--- src/rtl/stat_params.svh ---
// Statistics hub widths, counts, counter address map and runt threshold
`ifndef STAT_PARAMS_SVH
`define STAT_PARAMS_SVH

// Monitored receive ports and counters kept for each
`define STAT_PORTS     2
`define STAT_PER_PORT  4

// Counter address and data widths
`define STAT_ADDR_W    3
`define STAT_CNT_W     32

// Frame length field, saturates at its maximum
`define STAT_LEN_W     16

// Frames below this many bytes count as runts
`define MIN_FRAME_LEN  64

// Counter index within a port, address = port * STAT_PER_PORT + index
`define STAT_IDX_FRAMES 0
`define STAT_IDX_BYTES  1
`define STAT_IDX_BAD    2
`define STAT_IDX_RUNT   3

`endif

--- src/rtl/stat_pkg.sv ---
// Statistics hub package with the receive beat, frame record and read port types
`include "stat_params.svh"

package stat_pkg;

    // One GMII receive beat
    typedef struct packed {
        logic [7:0] rxd;
        logic       rx_dv;
        logic       rx_er;
    } gmii_rx_t;

    // One finished frame as seen by a monitor
    typedef struct packed {
        logic [`STAT_LEN_W-1:0] len;
        logic                   bad;
        logic                   runt;
    } frame_rec_t;

    // Frame record tagged with the port it came from
    typedef struct packed {
        logic [$clog2(`STAT_PORTS)-1:0] port;
        frame_rec_t                     rec;
    } port_rec_t;

    // Host read port, four-phase req/ack
    typedef struct packed {
        logic                    req;
        logic [`STAT_ADDR_W-1:0] addr;
    } rd_req_t;

    typedef struct packed {
        logic                   ack;
        logic [`STAT_CNT_W-1:0] data;
    } rd_rsp_t;

endpackage

--- src/rtl/stat_counter_bank.sv ---
// Counter bank, accumulates frame records per port and serves four-phase host reads
`timescale 1ns/1ns
`include "stat_params.svh"

module stat_counter_bank (
    input  logic                 clk,
    input  logic                 rst_n,

    // Tagged update from the arbiter, always accepted
    input  logic                 upd_valid,
    input  stat_pkg::port_rec_t  upd,

    // Host read port
    input  stat_pkg::rd_req_t    rd,
    output stat_pkg::rd_rsp_t    rsp
);

localparam int CNT_W = `STAT_CNT_W;
localparam int ADDR_W = `STAT_ADDR_W;
localparam int NCNT = `STAT_PORTS * `STAT_PER_PORT;

typedef enum logic {
    RD_IDLE,
    // Ack raised, held until req drops
    RD_ACKED
} rd_state_t;

logic [CNT_W-1:0]  cnt [NCNT];
logic [ADDR_W-1:0] base;
logic [ADDR_W-1:0] a_frames;
logic [ADDR_W-1:0] a_bytes;
logic [ADDR_W-1:0] a_bad;
logic [ADDR_W-1:0] a_runt;
rd_state_t         rd_state;
logic [CNT_W-1:0]  rd_data;

// First counter of the updating port
assign base = ADDR_W'(upd.port * `STAT_PER_PORT);

assign a_frames = base + ADDR_W'(`STAT_IDX_FRAMES);
assign a_bytes  = base + ADDR_W'(`STAT_IDX_BYTES);
assign a_bad    = base + ADDR_W'(`STAT_IDX_BAD);
assign a_runt   = base + ADDR_W'(`STAT_IDX_RUNT);

// Counters wrap on overflow
always_ff @(posedge clk) begin
    if (!rst_n) begin
        for (int a = 0; a < NCNT; a++) begin
            cnt[a] <= '0;
        end
    end else if (upd_valid) begin
        cnt[a_frames] <= cnt[a_frames] + 1'b1;
        cnt[a_bytes]  <= cnt[a_bytes] + CNT_W'(upd.rec.len);
        cnt[a_bad]    <= cnt[a_bad] + CNT_W'(upd.rec.bad);
        cnt[a_runt]   <= cnt[a_runt] + CNT_W'(upd.rec.runt);
    end
end

// Four-phase read handshake
always_ff @(posedge clk) begin
    if (!rst_n) begin
        rd_state <= RD_IDLE;
    end else begin
        case (rd_state)
            RD_IDLE: begin
                if (rd.req) begin
                    rd_state <= RD_ACKED;
                end
            end
            RD_ACKED: begin
                if (!rd.req) begin
                    rd_state <= RD_IDLE;
                end
            end
        endcase
    end
end

// Sampled once per request so data stays stable while ack is high
always_ff @(posedge clk) begin
    if (rd_state == RD_IDLE && rd.req) begin
        rd_data <= cnt[rd.addr];
    end
end

assign rsp = '{ack: rd_state == RD_ACKED, data: rd_data};

endmodule

--- config.mk ---
export PLATFORM = sky130hd
export DESIGN_NAME = stat_counter_bank
export DESIGN_NICKNAME = d
export VERILOG_FILES = /design/src/rtl/stat_pkg.sv /design/src/rtl/stat_counter_bank.sv
export VERILOG_INCLUDE_DIRS = /design/src /design/src/rtl
export SDC_FILE = /design/constraint.sdc
export NUM_CORES = 1
export LEC_CHECK = 0
export BUFFER_PORTS_ARGS = -buffer_cell sky130_fd_sc_hd__buf_2
export CAP_MARGIN = 20
export CORE_UTILIZATION = 68
export CTS_CLUSTER_DIAMETER = 80
export DETAILED_ROUTE_END_ITERATION = 8
export PLACE_DENSITY_LB_ADDON = 0.25
export SLEW_MARGIN = 20
export SYNTH_ARGS = -nofsm -noshare
export SYNTH_HDL_FRONTEND = slang
export SYNTH_SLANG_ARGS = --single-unit
export TNS_END_PERCENT = 1
--- constraint.sdc ---
create_clock -name clk -period 9 [get_ports clk]
set_input_delay 1.35 -clock clk [delete_from_list [all_inputs] [get_ports clk]]
set_output_delay 1.35 -clock clk [all_outputs]
set_load 0.1 [all_outputs]
==> results.md, run 1 <==
* Run status: completed
* Combinational share of power at 15.5%
* Internal power at 2.41 mW
* Hold-fix buffers, CTS at 0
* XOR/XNOR Fraction of Synth Area at 8.48%
* Vias at 12300
* CTS max path bufs at 3
* Routed Antenna Nets at 0
* Dpl ws at 3.71 ns
* Dpl cell area at 0.0178 mm2
* GP Congestion at 0.917
* Post-synth ARST share at 0%
* Buffers on Ports at 58
* Buffers and inverters on the worst path at 2
* First-pass DRT Iterations at 5
* Worst R2R Setup Slack at 5.68 ns
* Initial Utilization at 69.3%
* CTS clk-pin slew, worst paths at 0.06 ns
* Layout area overhead at 7.56%
* Multiplexer share of the synthesized area at 14.7%
* Vias in the first global route at 12000
* CP required at 9.26 ns
* Synthesized instance count at 1442
* Clk_lat worst skew at 0.56 ns
* # fillers at 1612
* Critical Path, Cell by Cell: buf_6 -> buf_4 -> mux2_2 -> ha_1 -> fa_1 -> a21oi_1 -> o221ai_1 -> a31oi_1 -> o21a_1 -> o31a_1 -> nor3_1
* Post-CTS Setup Bufs at 0
* Worst flop-to-flop path startpoint: cnt[0][3]
* Die Area at 0.0263 mm2
* Clock skew at 0.0155 ns
* Initial antenna violation count at 0
* Core Box Area at 0.0252 mm2
* Commonest non-fill, non-tap cell in the layout: edfxtp_1
* Ratio of cells with drive above 1 in the final layout at 19.7%
* Yosys cell types at 84
* Max Cap Viol at 0
* TritonCTS buffer count at 30
* Clock sinks at 289
* Antenna diodes at 0
* Sw Ratio at 27.6%
* Seq/Total Area, Yosys at 49.7%
* Critical Path Stages at 11
* Worst Setup End Kind: register
* Final min period at 4.82 ns
* Slew Viols, Final at 0
* Final setup viols at 0
* Largest family of logic cells by synthesized area: simple AND/OR/NAND/NOR gates
* Post-Synth Simple-Gate Area at 16.7%
* Hold Path Origin: cnt[2][31]
* Compound-Gate Fraction of Synth Area at 6.13%
* CP top delay family: compound AO/OA/AOI/OAI gates
* Clock share of power at 34.8%
* Post-CTS sizing at 0
* TritonCTS clock tree: yes
* Die width at 162 um
* Flops & latches, synth at 289
* Adder-cell area share of the yosys netlist at 1.62%
* Max incr delay on CP at 0.75 ns
* Crit Path Max Fanout at 69
* Avg Cell Area, Syn at 12.1 um2
* GR Util All Layers at 33.5%
* Setup TNS at 0 ns
* Worst Hold Path EP: cnt[2][31]
* Fin crit share at 53.5%
* First-pass GRT wire length at 67400 um
* Via density at 6.79
* Root Buffer: clkbuf_16
* R2R depth at 6
* GR Overflow Total at 0
* Most frequent cells in the layout: edfxtp_1, nor2_1, xnor2_1
* Worst hold path stage count at 2
* YS warnings at 0
* Max Clk Rate at 208 MHz
* Post-Syn Area at 0.0174 mm2
* Synthesized net count at 1490
* Main synth FF type: edfxtp_1
* Slowest CP cell: buf_4
* Pleak at 6.55 nW
* Slew HR at 30.5%
* Nets at 1513
* Row cnt at 58
* Post-Layout Inst Area at 0.0188 mm2
* Dpl hpwl at 28900 um
* Final Hold Viols at 0
* # DRC at 0
* Utilization after layout at 74.5%
* P per Cell Area at 178 mW/mm2
* # IOs at 59
* Startpoint Class: input port
* Largest net degree at the start of global routing at 75
* HP Class: reg -> reg
* Critical path arrival at 5.08 ns
* Worst Setup Slack, final at 4.18 ns
* Worst-Margin Slew at 1.04 ns
* H-tree Lvls at 1
* CP Class: in -> reg
* Post-Route WL at 43600 um
* RSZ-0062 raised after global routing: no
* Flop pwr share at 49.7%
* Highest ir drop seen on vdd at 0.000152 V
* Number of synthesized flops with an enable pin at 288
* RR Endpoint: cnt[0][30]
* Die Height at 162 um
* Sw Pwr at 920 uW
* Per-cell routed wire length at 24.0 um
* Drt first-iter violations at 1586
-- power groups by stage --
stage | clock (mW) | sequential [mW] | combinational [mW]
after floorplan | 0 | 1.75 | 0.319
after global placement | 0 | 1.68 | 0.495
after detailed placement | 0 | 1.68 | 0.505
after CTS | 1.16 | 1.66 | 0.509
after global routing | 1.21 | 1.67 | 0.547
final | 1.16 | 1.66 | 0.516
-- synth_stat cells, types with 5 or more instances --
master    instances  area (um2)
buf_6             8        90.1
nor3_1           13        65.1
nand3b_1         24         180
nand2b_1          6        37.5
nor2b_1           7        43.8
a31oi_1           6        37.5
mux2i_1          37         370
buf_4             7        52.6
or3_1             9        56.3
edfxtp_1        288        8650
inv_1            14        52.6
and3_1            7        43.8
nor2_1          245         920
a211oi_2          8         100
and2_1           20         125
clkbuf_1         35         131
o21ai_0          22         110
xnor2_1          89         780
nand4_1          18         113
nor3b_1           6        45.0
buf_2            13        65.1
mux4_2           64        1440
ha_1             21         263
mux2_2           64         721
buf_1            13        48.8
nand2_1          90         338
or4_1             5        37.5
a21oi_1          48         240
xor2_1           80         701
nand3_1          64         320
a211o_1           5        43.8
-- layout make-up --
type	count	area, um2	area share [%]
clock buffers	38	802	4.27
clock inverters	14	92.6	0.493
inverters	14	52.6	0.280
multi-input cells	1061	8340	44.4
flip-flops and latches	289	8670	46.2
well taps	330	413	2.20
repair buffers	69	402	2.14
-- worst register-to-register path: cells and delay by family, from the launching register on --
family / cells / cell delay, ns
and+or+nand+nor: 5 / 2.00
DFF: 1 / 0.46
AOI/OAI and AO/OA: 1 / 0.62
-- sequential cells by signal, indices dropped and copies added (netlist names) --
| signal | count |
|---|---|
| rd_data | 32 |
| rd_state | 1 |
| cnt | 256 |
-- per-layer routing --
layer | global-route usage [%] | routed length [um]
met5 | 0 | 0
met4 | 11.3 | 1450
met3 | 5.85 | 4170
met2 | 52.5 | 20400
met1 | 47.8 | 17600
-- per-stage QoR --
stage                     hold slack, ns  instances  total power, mW
after detailed placement           0.602       1762             2.19
after CTS                          0.626       1814             3.33
after global routing               0.653       1815             3.42
final                              0.626       1815             3.33
after floorplan                    0.568       1442             2.07
after global placement             0.595       1762             2.17
-- worst max-delay path by stage --
stage | startpoint | to
CTS | upd[18] | cnt[1][26]
finish | upd[18] | cnt[1][26]
global route | upd[18] | cnt[1][15]
global placement | upd[18] | cnt[1][26]
detailed placement | upd[18] | cnt[1][26]
floorplan | upd[18] | cnt[0][0]
-- logic make-up after synthesis --
kind of cell	count (synthesis)
xor+xnor	169
simple gates	561
mux	167
fa+ha+maj	22
compound gates	142
flops	289
buf+inv	92
Power figures use the tool's default switching activity.
==> inputs of run 2 (changes only) <==
ABC_AREA = 1   (was default)
CORE_UTILIZATION = 57   (was 68)
clock period = 4.1 ns   (was 9 ns; I/O delays follow)
==> results.md, run 2 <==
* Per-cell routed wire length at 20.8 um (-13%)
* Dpl ws at 0.918 ns (-2.79 ns)
* Worst Setup End Kind: register
* RSZ-0062 raised after global routing: no
* Setup TNS at 0 ns (unchanged)
* Top-area cell type share of the netlist area at 46.2% (-3.4 points)
* Hold-fix buffers, CTS at 0 (unchanged)
* Slew Viols, Final at 0 (unchanged)
* Largest net degree at the start of global routing at 129 (+72%)
* Clk_lat worst skew at 0.54 ns (-0.02 ns)
* Post-Route WL at 60500 um (+39%)
* YS warnings at 0 (unchanged)
* Top post-synthesis cells by area: edfxtp_1, nand2_1, nor2_1, o21ai_0, a21oi_1
* Synthesized net count at 2489 (+67%)
* Critical path arrival at 2.96 ns (-2.12 ns)
* Post-CTS Setup Bufs at 0 (unchanged)
* Post-CTS sizing at 0 (unchanged)
* Largest Register: cnt
* Die Height at 183 um (+13%)
* Total power at 7.87 mW (+140%)
* Post-Syn Area at 0.0187 mm2 (+7.3%)
* Highest ir drop seen on vdd at 0.000345 V (+130%)
* Initial Utilization at 58.6% (-11 points)
* Nets at 2498 (+65%)
* First-pass GRT wire length at 91800 um (+36%)
* Max incr delay on CP at 0.40 ns (-0.35 ns)
* Max Cap Viol at 0 (unchanged)
* CP required at 4.34 ns (-4.92 ns)
* Largest register FFs at 256 (unchanged)
* Dpl hpwl at 43700 um (+51%)
* Die Area at 0.0336 mm2 (+28%)
* Worst-Margin Slew at 1.08 ns (+0.0405 ns)
* Top flop regs: cnt x256, rd_data x32, rd_state x1
* Drt first-iter violations at 1876 (+18%)
* Most instantiated cells after synthesis: nand2_1, nor2_1, edfxtp_1
* Run status: completed
* Main synth FF type: edfxtp_1
* Clock sinks at 289 (unchanged)
* Slowest CP cell: ha_1
* Avg Cell Area, Syn at 7.67 um2 (-37%)
* Row cnt at 65 (+12%)
* H-tree Lvls at 2 (+1)
* Layout area overhead at 8.40%
* Vias at 17000 (+38%)
* # DRC at 0 (unchanged)
* Worst Setup Slack, final at 1.39 ns (-2.80 ns)
* Initial antenna violation count at 2 (+2)
* Flops & latches, synth at 289 (unchanged)
* Max Clk Rate at 368 MHz
* CP Class: in -> reg
* Routed Antenna Nets at 0 (unchanged)
* Final min period at 2.71 ns
* Most frequent cells in the layout: nand2_1, nor2_1, edfxtp_1
* Top cell type by total area after synthesis: edfxtp_1
* HP Class: in -> reg
* Ratio of cells with drive above 1 in the final layout at 9.66% (-10 points)
* Post-synth ARST share at 0% (unchanged)
* GR Overflow Total at 0 (unchanged)
* Via density at 5.84 (-14%)
* Critical Path, Cell by Cell: buf_6 -> o21ai_0 -> ha_1 -> nand2_1 -> nor2_1 -> inv_1 -> nor2_1 -> nand2_1 -> nand2_1 -> nand2_1 -> nand2_1 -> nand2_1 -> nand2_1 -> nor2_1
* Commonest non-fill, non-tap cell in the layout: nand2_1
* Seq/Total Area, Yosys at 46.3% (-3.4 points)
* Die width at 183 um (+13%)
* GR Util All Layers at 36.5% (+2.9 points)
* GP Congestion at 1.04 (+13%)
* Core Box Area at 0.0320 mm2 (+27%)
* First-pass DRT Iterations at 6 (+1)
* TritonCTS buffer count at 34 (+13%)
* Synthesized instance count at 2441 (+69%)
* Most instantiated library cell after synthesis: nand2_1
* # IOs at 59 (unchanged)
* Startpoint Class: input port
* Yosys cell types at 42 (-50%)
* Clock skew at 0.0363 ns (+0.0208 ns)
* Most frequent CP cell: nand2_1
* Final Hold Viols at 0 (unchanged)
* Final setup viols at 0 (unchanged)
* Utilization after layout at 63.5% (-11 points)
* CTS clk-pin slew, worst paths at 0.06 ns (about the same)
* Hold slack at 0.275 ns (-0.351 ns)
* Fin crit share at 66.2%
* TritonCTS clock tree: yes
* Pleak at 8.05 nW (+23%)
* P per Cell Area at 388 mW/mm2 (+120%)
* Crit Path Max Fanout at 57 (-17%)
* # fillers at 2882 (+79%)
* Root Buffer: clkbuf_16
* Buffers on Ports at 58 (unchanged)
* Antenna diodes at 0 (unchanged)
* Slew HR at 27.6% (-2.9 points)
* Vias in the first global route at 16100 (+33%)
* CTS max path bufs at 3 (unchanged)
* Number of synthesized flops with an enable pin at 288 (unchanged)
-- run 2: changes by cell type in the layout (fill, tap and decap cells not counted), sizes merged, moves of 63 or more --
cell | previous run | this run
xnor2 | 89 | 26
nor2 | 245 | 448
a21oi | 49 | 183
o21ai | 25 | 247
mux2 | 64 | 0
mux4 | 64 | 0
inv | 14 | 248
nand2 | 91 | 686
-- run 2: cells by family (layout without fill, tap and decap cells) --
group	count (synthesis)	after routing	synth area share, %
adder cells (fa/ha/maj)	22	22	1.51
AND/OR/NAND/NOR	1238	1238	27.3
XOR/XNOR	53	53	2.48
multiplexers	2	2	0.107
AO/OA/AOI/OAI	480	480	13.9
buffers and inverters	357	390	8.42
flip-flops	289	289	46.3
-- run 2: metrics by stage --
stage | cells | area (um2)
6_report | 2909 | 20300
5_1_grt | 2909 | 20300
4_1_cts | 2909 | 20300
3_5_place_dp | 2849 | 19200
3_3_place_gp | 2849 | 19200
2_1_floorplan | 2441 | 18700
-- run 2: path summary, 6_finish.rpt --
| kind | start | slack, ns | end | cells past startpoint |
|---|---|---|---|---|
| worst max register to register | cnt[5][12] | 1.46 | cnt[5][29] | 14 |
| worst min register to register | cnt[4][0] | 0.72 | cnt[4][0] | 3 |
| worst min-delay path | rd[3] | 0.28 | rd_state | 3 |
| worst max-delay path | upd[18] | 1.39 | cnt[5][29] | 14 |
-- run 2: final cells by class --
class / count / area [um2] / share of cell area, %
clock buffers: 38 / 866 / 4.27
clock inverters: 22 / 176 / 0.869
inverters: 247 / 932 / 4.59
multi-input cells: 1795 / 8520 / 42.0
flip-flops and latches: 289 / 8670 / 42.7
well taps: 435 / 544 / 2.68
repair buffers: 83 / 584 / 2.88
-- run 2: per-layer routing --
layer | GRT usage, % | vias to the layer above | part of all wire, %
met1 | 47.8 | 7874 | 39
met3 | 6.41 | 166 | 9.7
met2 | 59.4 | 904 | 47
met5 | 0 | - | 0.026
met4 | 16.0 | 2 | 4.6
li1 | - | 8053 | -
-- run 2: critical path: cells and delay by family --
| family | cells | cell delay (ns) |
|---|---|---|
| AO/OA/AOI/OAI | 1 | 0.22 |
| buffers and inverters | 2 | 0.47 |
| adder cells (fa/ha/maj) | 1 | 0.40 |
| AND/OR/NAND/NOR | 10 | 1.21 |
-- run 2: power by group --
group | total, mW | internal (mW) | switching (mW)
Combinational | 1.38 | 0.337 | 1.04
Clock | 2.93 | 1.65 | 1.27
Sequential | 3.57 | 3.46 | 0.102
Total | 7.87 | 5.46 | 2.42
