==> config.mk <==
export PLATFORM = sky130hd
export DESIGN_NAME = port_stat_monitor
export DESIGN_NICKNAME = d
export VERILOG_FILES = /design/src/rtl/stat_pkg.sv /design/src/rtl/port_stat_monitor.sv
export VERILOG_INCLUDE_DIRS = /design/src /design/src/rtl
export SDC_FILE = /design/constraint.sdc
export NUM_CORES = 1
export LEC_CHECK = 0
export ABC_AREA = 1
export BUFFER_PORTS_ARGS = -buffer_cell sky130_fd_sc_hd__buf_2
export CAP_MARGIN = 20
export CORE_AREA = 5 5 66 83
export CTS_CLUSTER_DIAMETER = 100
export DETAILED_ROUTE_END_ITERATION = 10
export DIE_AREA = 0 0 71 88
export PLACE_DENSITY = 0.6
export SLEW_MARGIN = 20
export SYNTH_ARGS = -nofsm -noshare
export SYNTH_HDL_FRONTEND = slang
export SYNTH_SLANG_ARGS = --single-unit
==> constraint.sdc <==
create_clock -name clk -period 6.05 [get_ports clk]
set_input_delay 0.3025 -clock clk [delete_from_list [all_inputs] [get_ports clk]]
set_output_delay 0.3025 -clock clk [all_outputs]
set_load 0.03 [all_outputs]
==> src/rtl/stat_params.svh <==
// Statistics hub widths, counts, counter address map and runt threshold
`ifndef STAT_PARAMS_SVH
`define STAT_PARAMS_SVH

// Monitored receive ports and counters kept for each
`define STAT_PORTS     2
`define STAT_PER_PORT  4

// Counter address and data widths
`define STAT_ADDR_W    3
`define STAT_CNT_W     32

// Frame length field, saturates at its maximum
`define STAT_LEN_W     16

// Frames below this many bytes count as runts
`define MIN_FRAME_LEN  64

// Counter index within a port, address = port * STAT_PER_PORT + index
`define STAT_IDX_FRAMES 0
`define STAT_IDX_BYTES  1
`define STAT_IDX_BAD    2
`define STAT_IDX_RUNT   3

`endif

==> src/rtl/stat_pkg.sv <==
// Statistics hub package with the receive beat, frame record and read port types
`include "stat_params.svh"

package stat_pkg;

    // One GMII receive beat
    typedef struct packed {
        logic [7:0] rxd;
        logic       rx_dv;
        logic       rx_er;
    } gmii_rx_t;

    // One finished frame as seen by a monitor
    typedef struct packed {
        logic [`STAT_LEN_W-1:0] len;
        logic                   bad;
        logic                   runt;
    } frame_rec_t;

    // Frame record tagged with the port it came from
    typedef struct packed {
        logic [$clog2(`STAT_PORTS)-1:0] port;
        frame_rec_t                     rec;
    } port_rec_t;

    // Host read port, four-phase req/ack
    typedef struct packed {
        logic                    req;
        logic [`STAT_ADDR_W-1:0] addr;
    } rd_req_t;

    typedef struct packed {
        logic                   ack;
        logic [`STAT_CNT_W-1:0] data;
    } rd_rsp_t;

endpackage

==> src/rtl/port_stat_monitor.sv <==
// Receive port monitor, measures each GMII frame and emits one record per frame
`timescale 1ns/1ns
`include "stat_params.svh"

module port_stat_monitor (
    input  logic                  clk,
    input  logic                  rst_n,

    // GMII receive beat
    input  stat_pkg::gmii_rx_t    gmii,

    // Record output, valid/ready
    output logic                  rec_valid,
    output stat_pkg::frame_rec_t  rec,
    input  logic                  rec_ready
);

localparam int LEN_W = `STAT_LEN_W;
localparam logic [LEN_W-1:0] LEN_MAX = '1;
localparam logic [LEN_W-1:0] RUNT_LEN = LEN_W'(`MIN_FRAME_LEN);

logic             in_frame;
logic [LEN_W-1:0] len_cnt;
logic             err_seen;
logic             frame_end;
logic             pending;
logic             load;

// First beat with rx_dv low after a frame
assign frame_end = in_frame && !gmii.rx_dv;

// Previous record not yet taken by the arbiter
assign pending = rec_valid && !rec_ready;

// A frame ending on top of a pending record is dropped
assign load = frame_end && !pending;

always_ff @(posedge clk) begin
    if (!rst_n) begin
        in_frame <= 1'b0;
        len_cnt  <= '0;
        err_seen <= 1'b0;
    end else begin
        in_frame <= gmii.rx_dv;
        if (gmii.rx_dv) begin
            if (!in_frame) begin
                // Start of frame
                len_cnt  <= LEN_W'(1);
                err_seen <= gmii.rx_er;
            end else begin
                if (len_cnt != LEN_MAX) begin
                    len_cnt <= len_cnt + 1'b1;
                end
                err_seen <= err_seen | gmii.rx_er;
            end
        end
    end
end

// Valid holds until the transfer, reloads if a new frame ends on that edge
always_ff @(posedge clk) begin
    if (!rst_n) begin
        rec_valid <= 1'b0;
    end else begin
        rec_valid <= load || pending;
    end
end

always_ff @(posedge clk) begin
    if (load) begin
        rec <= '{len: len_cnt, bad: err_seen, runt: len_cnt < RUNT_LEN};
    end
end

endmodule

==> summary.md, run 1 <==
| Metric | Value |
|---|---|
| VDD IR max | `0.0796 mV` |
| Worst EP required | `6030 ps` |
| Wire length on met1 | `between 1500 and 2000 um` |
| EDFF count, synth | `18` |
| Worst Setup Start Kind | `flop` |
| Post-CTS Hold Buffers | `0` |
| Syn_nets | `between 200 and 250` |
| PnR Total Power | `0.000469 W` |
| CTS resizes | `0` |
| Row Count | `28` |
| Final setup vio count | `0` |
| Detailed Place HPWL | `about 2600 um` |
| H-tree levels | `2` |
| Clk sinks | `37` |
| Final min period | `1980 ps` |
| Synth Instances | `212` |
| Worst setup margin | `about 4100 ps` |
| Part of the Yosys area used for sequential elements | `0.519` |
| Vias | `around 1400` |
| GRT Total Usage | `0.119` |
| Pin count of the biggest net entering global routing | `18` |
| Io pins | `32` |
| Initial antenna violation count | `0` |
| Setup TNS | `0 ps` |
| Layout area overhead | `13.8%` |
| RSZ-0062 raised after global routing | `no` |
| Vias per Instance | `4.72` |
| TritonCTS clock tree | `yes` |
| Number of global-route vias before repair | `1295` |
| Max Buffers Root-to-Sink | `2` |
| Root buf cell | `clkbuf_8` |
| Routed len/inst | `~12 um` |
| Routed length on met2 | `1750 um` |
| Port Buffers | `23` |
| Total Routed Length | `3460 um` |
| Top FF cell, synth | `dfxtp_1` |
| Placement Setup Slack | `4060 ps` |
| Hold crit path type | `in2reg` |
| Total congestion overflow | `0` |
| Leading cell type in the layout, fill and taps excluded | `nand2_1` |
| Clock Skew | `8.80 ps` |
| Die area | `6250 um2` |
| Period utilisation layout | `0.327` |
| Antenna cells | `0` |
| Static Leak | `between 0.8 and 0.9 nW` |
| Placed cell count | `291` |
| Syn_area_per_cell | `about 8.4 um2` |
| CTS Buf Count | `5` |
| Top sig layer | `met4` |
| Met3 WL post-DR | `roughly 130 um` |
| Die Y | `~88 um` |
| Share of cells above drive strength 1 | `0.197` |
| WS Path Type | `reg2reg` |
| Fin util | `0.436` |
| Worst skew pair latency | `280 ps` |
| Switching pwr | `0.000109 W` |
| First-pass GRT wire length | `5820 um` |
| Max cap viols | `0` |
| Yosys reg bits | `37` |
| Worst path arrival time | `1960 ps` |
| Cell variety after synth | `29` |
| Final Wtd Congestion | `0.841` |
| Finished Layout Cells | `299` |
| Iteration-0 DRC count of the detailed router | `95` |
| Combinational power share | `0.076` |
| Final-report hold violation count | `0` |
| Die Width | `approximately 71 um` |
| Pwr dens | `233 nW/um2` |
| Worst-path clk slew | `60 ps` |
| Commonest non-fill, non-tap cells in the layout | `nand2_1, buf_2, inv_1, nand3_1` |
| Fmax | `505 MHz` |
| Sw Ratio | `0.232` |
| Power share of the sequential group | `0.589` |
| Power share of the clock group | `0.335` |
| 1st-pass router iterations | `4` |
| CP endpoint kind | `flop` |
| DRC | `0` |
| Initial Util | `0.383` |
| Fraction of synthesis flops using an asynchronous set or reset pin | `0` |
| Yosys warnings | `0` |
| Max-slew headroom | `0.582` |
| Nets | `252` |
| Outcome | `complete, no violations` |
| Post-CTS Setup Inserts | `0` |
| Critical path fanouts, max | `16` |
| Final ANT Viol Nets | `0` |
| Actual slew at the worst max-slew pin | `627 ps` |
| Core box area | `4620 um2` |
| Slew Limit Fails | `0` |
| Synth Cell Area | `1770 um2` |
| Cell Int Power | `0.000360 W` |
## sequential cells by signal, summed over array words and instances, names as in the netlist
register	flops
rec	18
len_cnt	16
err_seen	1
in_frame	1
rec_valid	1
## cell usage after synthesis (4+ instances only)
cell,instances,area (um2)
a21oi_1,10,50.1
nor3_1,5,25.0
nand3_1,22,110
nand4_1,4,25.0
nor2_1,19,71.3
inv_1,22,82.6
dfxtp_1,19,380
nand2_1,58,218
o21ai_0,6,30.0
edfxtp_1,18,541
## final cells by class
cell class,count,area (um2)
Fill cell,498,2610
Sequential cell,37,921
Multi-Input combinational cell,146,727
Timing Repair Buffer,24,123
Inverter,24,92.6
Clock buffer,7,76.3
Tap cell,60,75.1
Clock inverter,1,3.75
## kinds of logic (layout without fill, tap and decap cells)
logic type,count (synthesis),after routing,share of synthesized area
compound gates,21,21,0.0706
fa+ha+maj,1,1,0.00706
buf+inv,29,56,0.0706
flops,37,37,0.519
simple gates,124,124,0.332
## stage by stage
stage          hold WS [ps]  area [um2]
6_report                237        2020
4_1_cts                 231        2020
3_5_place_dp            417        1940
2_1_floorplan           402        1770
3_3_place_gp            412        1940
5_1_grt                 258        2020
## per-layer routing
layer / GRT usage / vias up
met3: 0.0276 / 6
met5: 0 / -
met2: 0.210 / 24
met4: 0.0564 / 0
li1: - / 747
met1: 0.135 / 635
## worst max-delay path, cell delays in order (launching register included)
cell     delay (ps)
dfxtp_1         690
nand2_1         150
a21oi_1         520
buf_4           320
## worst paths after layout
| path | start | end | slack [ps] | cells after the start |
|---|---|---|---|---|
| setup / recovery | in_frame | rec[11] | 4070 | 3 |
| hold / removal | gmii[0] | err_seen | 240 | 3 |
| setup reg to reg | in_frame | rec[11] | 4070 | 3 |
| hold reg to reg | err_seen | rec[1] | 430 | 0 |
## power by group through the flow
stage / Sequential [W] / Clock, W / Combinational [W]
global route: 0.000278 / 0.000174 / 0.0000400
finish: 0.000276 / 0.000157 / 0.0000356
CTS: 0.000276 / 0.000164 / 0.0000361
detailed placement: 0.000282 / 0 / 0.0000360
global placement: 0.000282 / 0 / 0.0000355
floorplan: 0.000286 / 0 / 0.0000211
(Power assumes the default switching activity.)
==> run 2: changes to the inputs <==
--- a/config.mk
+++ b/config.mk
@@ -6,14 +6,14 @@
 export SDC_FILE = /design/constraint.sdc
 export NUM_CORES = 1
 export LEC_CHECK = 0
-export ABC_AREA = 1
+export ABC_AREA = 0
 export BUFFER_PORTS_ARGS = -buffer_cell sky130_fd_sc_hd__buf_2
 export CAP_MARGIN = 20
-export CORE_AREA = 5 5 66 83
+export CORE_AREA = 5 5 65 82
 export CTS_CLUSTER_DIAMETER = 100
 export DETAILED_ROUTE_END_ITERATION = 10
-export DIE_AREA = 0 0 71 88
-export PLACE_DENSITY = 0.6
+export DIE_AREA = 0 0 70 87
+export PLACE_DENSITY = 0.62
 export SLEW_MARGIN = 20
 export SYNTH_ARGS = -nofsm -noshare
 export SYNTH_HDL_FRONTEND = slang
==> constraint.sdc (replaced) <==
create_clock -name clk -period 1.7 [get_ports clk]
set_input_delay 0.085 -clock clk [delete_from_list [all_inputs] [get_ports clk]]
set_output_delay 0.085 -clock clk [all_outputs]
set_load 0.03 [all_outputs]
==> summary.md, run 2 <==
| Metric | Value |
|---|---|
| Die area | `6090 um2` |
| Share of cells above drive strength 1 | `0.417` |
| Critical path fanouts, max | `3` |
| Layout area overhead | `33.7%` |
| Area fraction of the dominant cell type after synthesis | `0.315` |
| TritonCTS clock tree | `yes` |
| Detailed Place HPWL | `between 3000 and 4000 um` |
| Max cap viols | `0` |
| Fraction of synthesis flops using an asynchronous set or reset pin | `0` |
| Part of the Yosys area used for sequential elements | `0.537` |
| Clk sinks | `37` |
| Area leader, netlist | `edfxtp_1` |
| Vias per Instance | `5.49` |
| Synth Cell Area | `1720 um2` |
| PnR Total Power | `~0.0017 W` |
| Setup TNS | `0 ps` |
| Pwr dens | `roughly 730 nW/um2` |
| Initial antenna violation count | `0` |
| Worst path arrival time | `1870 ps` |
| Final-report hold violation count | `0` |
| Max-slew headroom | `0.676` |
| Syn_nets | `168` |
| Nets | `229` |
| CP endpoint kind | `flop` |
| Commonest cells post-synth | `dfxtp_1, edfxtp_1, nand2_1, o21ai_0, nand3_1` |
| Final setup vio count | `0` |
| Antenna cells | `0` |
| Final Wtd Congestion | `0.871` |
| Final min period | `1680 ps` |
| Leading cell type in the layout, fill and taps excluded | `buf_4` |
| Clock Skew | `7.76 ps` |
| Slew Limit Fails | `0` |
| Most flops, register | `rec` |
| Synth top area cells | `edfxtp_1, dfxtp_1, nand2_1, o221a_1, o21ai_0` |
| EDFF count, synth | `18` |
| Synth Instances | `154` |
| Final ANT Viol Nets | `0` |
| GRT Total Usage | `0.147` |
| Core box area | `4550 um2` |
| Cell variety after synth | `53` |
| H-tree levels | `2` |
| RSZ-0062 raised after global routing | `yes` |
| Total Routed Length | `4330 um` |
| Root buf cell | `clkbuf_8` |
| Worst skew pair latency | `slightly below 300 ps` |
| Max Buffers Root-to-Sink | `2` |
| Row Count | `28` |
| First-pass GRT wire length | `around 7000 um` |
| Die Y | `just under 90 um` |
| Count leader, synth | `dfxtp_1` |
| Post-route design area | `2290 um2` |
| VDD IR max | `0.426 mV` |
| Fmax | `594 MHz` |
| Hold_ws | `89.1 ps` |
| Syn_area_per_cell | `11.1 um2` |
| WS Path Type | `reg2reg` |
| Period utilisation layout | `0.991` |
| Routed len/inst | `15.7 um` |
| Vias | `between 1500 and 2000` |
| Yosys reg bits | `37` |
| Io pins | `32` |
| Post-CTS Hold Buffers | `0` |
| Pin count of the biggest net entering global routing | `23` |
| Fin util | `0.504` |
| Dpl cell area | `2140 um2` |
| 1st-pass router iterations | `4` |
| DRC | `0` |
| Top FF cell, synth | `dfxtp_1` |
| Commonest non-fill, non-tap cells in the layout | `buf_4, buf_2, nand2_1, edfxtp_1, dfxtp_1` |
| Actual slew at the worst max-slew pin | `~480 ps` |
| Yosys warnings | `0` |
| CTS Buf Count | `5` |
| Total congestion overflow | `0` |
| Worst-path clk slew | `about 80 ps` |
| Iteration-0 DRC count of the detailed router | `29` |
| Outcome | `complete, no violations` |
| Die Width | `~70 um` |
| Worst EP required | `between 1500 and 2000 ps` |
| Hold crit path type | `in2reg` |
| Number of global-route vias before repair | `1441` |
| Top flop regs | `rec: 18 flops, len_cnt: 16 flops` |
| Max reg flops | `18` |
| Static Leak | `~0.83 nW` |
| Initial Util | `0.377` |
| Port Buffers | `23` |
| Worst Setup Start Kind | `flop` |
==> run 2: changes by cell type after synthesis, moves of 3 or more <==
| cell | before | now |
|---|---|---|
| o31a_2 | 0 | 3 |
| inv_1 | 22 | 3 |
| o221a_1 | 0 | 4 |
| nand3_1 | 22 | 6 |
| a21oi_2 | 3 | 0 |
| nor2_1 | 19 | 1 |
| or4_1 | 0 | 4 |
| nor2_2 | 3 | 0 |
| nor2_4 | 3 | 0 |
| nand2_1 | 58 | 18 |
| a21boi_0 | 0 | 3 |
| a21oi_1 | 10 | 4 |
| nand2_2 | 3 | 0 |
| a31oi_1 | 0 | 4 |
==> run 2: critical path, cell delays in order, from the launching register on <==
cell and delay, ps:
dfxtp_2 360, buf_6 110, nand4_1 180, or4_4 470, a22o_1 190, o31a_1 270
==> run 2: timing repair <==
item / CTS / global route
endpoints found under the setup margin: 1 / 10
gates resized for setup: 2 / 12
setup buffers: 0 / 3
pin swaps: 0 / 1
==> run 2: where the power goes <==
part           internal [W]  switching, W  total, W
registers          0.000950    0.00000910  0.000959
clock network      0.000284      0.000301  0.000585
logic             0.0000500     0.0000898  0.000140
==> run 2: metal layers <==
layer / vias up / track usage / wire length [um]
met5: - / 0 / 0
met1: 735 / 0.164 / 1690
met2: 44 / 0.268 / 2270
met4: 0 / 0.0488 / 102
li1: 727 / - / -
met3: 9 / 0.0416 / 264
==> run 2: path summary, 6_finish.rpt <==
check | start | to | slack (ps) | cells after the start
setup / recovery | len_cnt[0] | len_cnt[13] | 20 | 5
hold / removal | rec_ready | rec_valid | 90 | 3
setup reg to reg | len_cnt[0] | len_cnt[13] | 20 | 5
hold reg to reg | err_seen | rec[1] | 430 | 0
==> run 2: final cells by class <==
class | instances | area, um2
Clock inverter | 2 | 10.0
Timing Repair Buffer | 62 | 428
Fill cell | 447 | 2260
Tap cell | 60 | 75.1
Multi-Input combinational cell | 106 | 767
Sequential cell | 37 | 930
Inverter | 3 | 11.3
Clock buffer | 6 | 72.6
==> run 2: kinds of logic (layout without fill, tap and decap cells) <==
group           count (synthesis)  after routing  synth area share
flops                          37             37             0.537
mux                             1              1           0.00584
fa+ha+maj                       1              1           0.00729
simple gates                   62             62             0.225
buf+inv                        11             73            0.0438
compound gates                 42             42             0.182
==> run 2: stage by stage <==
stage / std cells / worst slack (ps)
2_1_floorplan: 154 / 24.5
3_3_place_gp: 265 / 27.4
3_5_place_dp: 265 / 14.7
4_1_cts: 273 / 1.34
5_1_grt: 276 / -39.0
6_report: 276 / 15.5
==> run 3: changes to the inputs <==
--- a/config.mk
+++ b/config.mk
@@ -13,7 +13,6 @@
 export CTS_CLUSTER_DIAMETER = 100
 export DETAILED_ROUTE_END_ITERATION = 10
 export DIE_AREA = 0 0 70 87
-export PLACE_DENSITY = 0.62
 export SLEW_MARGIN = 20
 export SYNTH_ARGS = -nofsm -noshare
 export SYNTH_HDL_FRONTEND = slang
==> summary.md, run 3 (synthesized netlist as in run 2, its figures left out) <==
| Metric | Value |
|---|---|
| Outcome | `complete, no violations` |
| Static Leak | `0.822 nW` |
| GRT Total Usage | `0.146` |
| Pwr dens | `roughly 740 nW/um2` |
| Cell Int Power | `0.00128 W` |
| Layout area overhead | `31.4%` |
| Worst path arrival time | `1830 ps` |
| Period utilisation layout | `0.975` |
| Iteration-0 DRC count of the detailed router | `62` |
| CP endpoint kind | `flop` |
| Root buf cell | `clkbuf_8` |
| Io pins | `32` |
| Slew Limit Fails | `0` |
| Final ANT Viol Nets | `0` |
| Total congestion overflow | `0` |
| First-pass GRT wire length | `between 7000 and 8000 um` |
| PnR Total Power | `0.00166 W` |
| Most flops, register | `rec` |
| Switching pwr | `0.000386 W` |
| Vias | `1505` |
| CP delay by family, top | `simple AND/OR/NAND/NOR gates` |
| CP cell instances | `buf_6 -> nand4_1 -> or4_4 -> a22o_1 -> o31a_1` |
| Worst setup margin | `43.3 ps` |
| Critical path fanouts, max | `5` |
| Commonest non-fill, non-tap cells in the layout | `buf_4, buf_2, nand2_1, edfxtp_1, dfxtp_1` |
| Pin count of the biggest net entering global routing | `23` |
| Die area | `6090 um2` |
| Setup TNS | `0 ps` |
| Detailed Place HPWL | `2970 um` |
| Fmax | `604 MHz` |
| Max Buffers Root-to-Sink | `2` |
| Worst skew pair latency | `between 200 and 300 ps` |
| Initial Util | `0.377` |
| Final Wtd Congestion | `roughly 0.8` |
| Worst EP required | `1880 ps` |
| Worst Setup Start Kind | `flop` |
| Share of cells above drive strength 1 | `0.403` |
| Leading cell type in the layout, fill and taps excluded | `buf_4` |
| Die Width | `70 um` |
| CTS Buf Count | `5` |
| Clk sinks | `37` |
| Initial antenna violation count | `0` |
| Final-report hold violation count | `0` |
| Antenna cells | `0` |
| Fin util | `0.495` |
| Dpl cell area | `2110 um2` |
| Number of global-route vias before repair | `1468` |
| Clock Skew | `2.77 ps` |
| Worst-path clk slew | `70 ps` |
| Top flop regs | `rec: 18 flops, len_cnt: 16 flops` |
| Core box area | `roughly 4600 um2` |
| Max reg flops | `18` |
| VDD IR max | `0.402 mV` |
| TritonCTS clock tree | `yes` |
| Post-route design area | `2250 um2` |
| Routed len/inst | `15.3 um` |
| Port Buffers | `23` |
| Max-slew headroom | `0.729` |
| Max cap viols | `0` |
| Combinational power share | `0.077` |
| 1st-pass router iterations | `4` |
| Power share of the clock group | `0.346` |
| Final setup vio count | `0` |
| Power share of the sequential group | `0.577` |
| Vias per Instance | `5.55` |
| Die Y | `87 um` |
| Hold crit path type | `in2reg` |
| Actual slew at the worst max-slew pin | `406 ps` |
| DRC | `0` |
| Post-CTS Hold Buffers | `0` |
| Row Count | `28` |
| Sw Ratio | `0.232` |
| Total Routed Length | `between 4000 and 5000 um` |
| Final min period | `between 1500 and 2000 ps` |
| Nets | `224` |
| H-tree levels | `2` |
| WS Path Type | `reg2reg` |
| Crit-path max cell delay | `between 400 and 500 ps` |
| Crit path buffers/inverters | `1` |
| Placement Setup Slack | `-60.9 ps` |
| Critical path's slowest cell | `or4_4` |
run 3: worst register-to-register path: cells and delay by family, from the launching register on:
family	cells	cell delay, ps
flip-flops	1	360
AND/OR/NAND/NOR	2	620
buffers and inverters	1	120
AO/OA/AOI/OAI	2	460
run 3: power groups by stage:
stage | Sequential [W] | Combinational (W) | Clock (W)
after floorplan | 0.00101 | 0.0000531 | 0
after global placement | 0.000977 | 0.000124 | 0
after detailed placement | 0.000978 | 0.000125 | 0
after CTS | 0.000959 | 0.000127 | 0.000598
after global routing | 0.000961 | 0.000140 | 0.000640
final | 0.000960 | 0.000128 | 0.000575
run 3: area by class of cell:
type | count | area (um2)
clock buffer | 6 | 72.6
clock inverter | 2 | 10.0
fill | 438 | 2300
inverter | 3 | 11.3
multi-input combinational | 106 | 781
sequential | 37 | 926
tap | 60 | 75.1
timing repair buffer | 57 | 378
run 3: timing repair:
item | in CTS | in global routing
gates resized for setup | 5 | 10
endpoints found under the setup margin | 7 | 10
pin swaps | 1 | 4
setup buffers | 0 | 0
run 3: worst paths after layout:
check / from / slack (ps) / to / depth (start not counted)
worst min-delay path: rec_ready / 90 / rec_valid / 3
worst max register to register: len_cnt[1] / 40 / len_cnt[13] / 5
worst max-delay path: len_cnt[1] / 40 / len_cnt[13] / 5
worst min register to register: err_seen / 440 / rec[1] / 0
run 3: through the flow:
step                hold slack, ps  cells
finish                        85.6    271
global route                   130    271
CTS                           80.0    271
detailed placement             375    263
global placement               368    263
floorplan                      262    154
run 3: per-layer routing:
layer	wire, um	GRT usage
met1	1710	0.174
met2	2060	0.238
met3	272	0.0427
met4	116	0.0784
met5	0	0
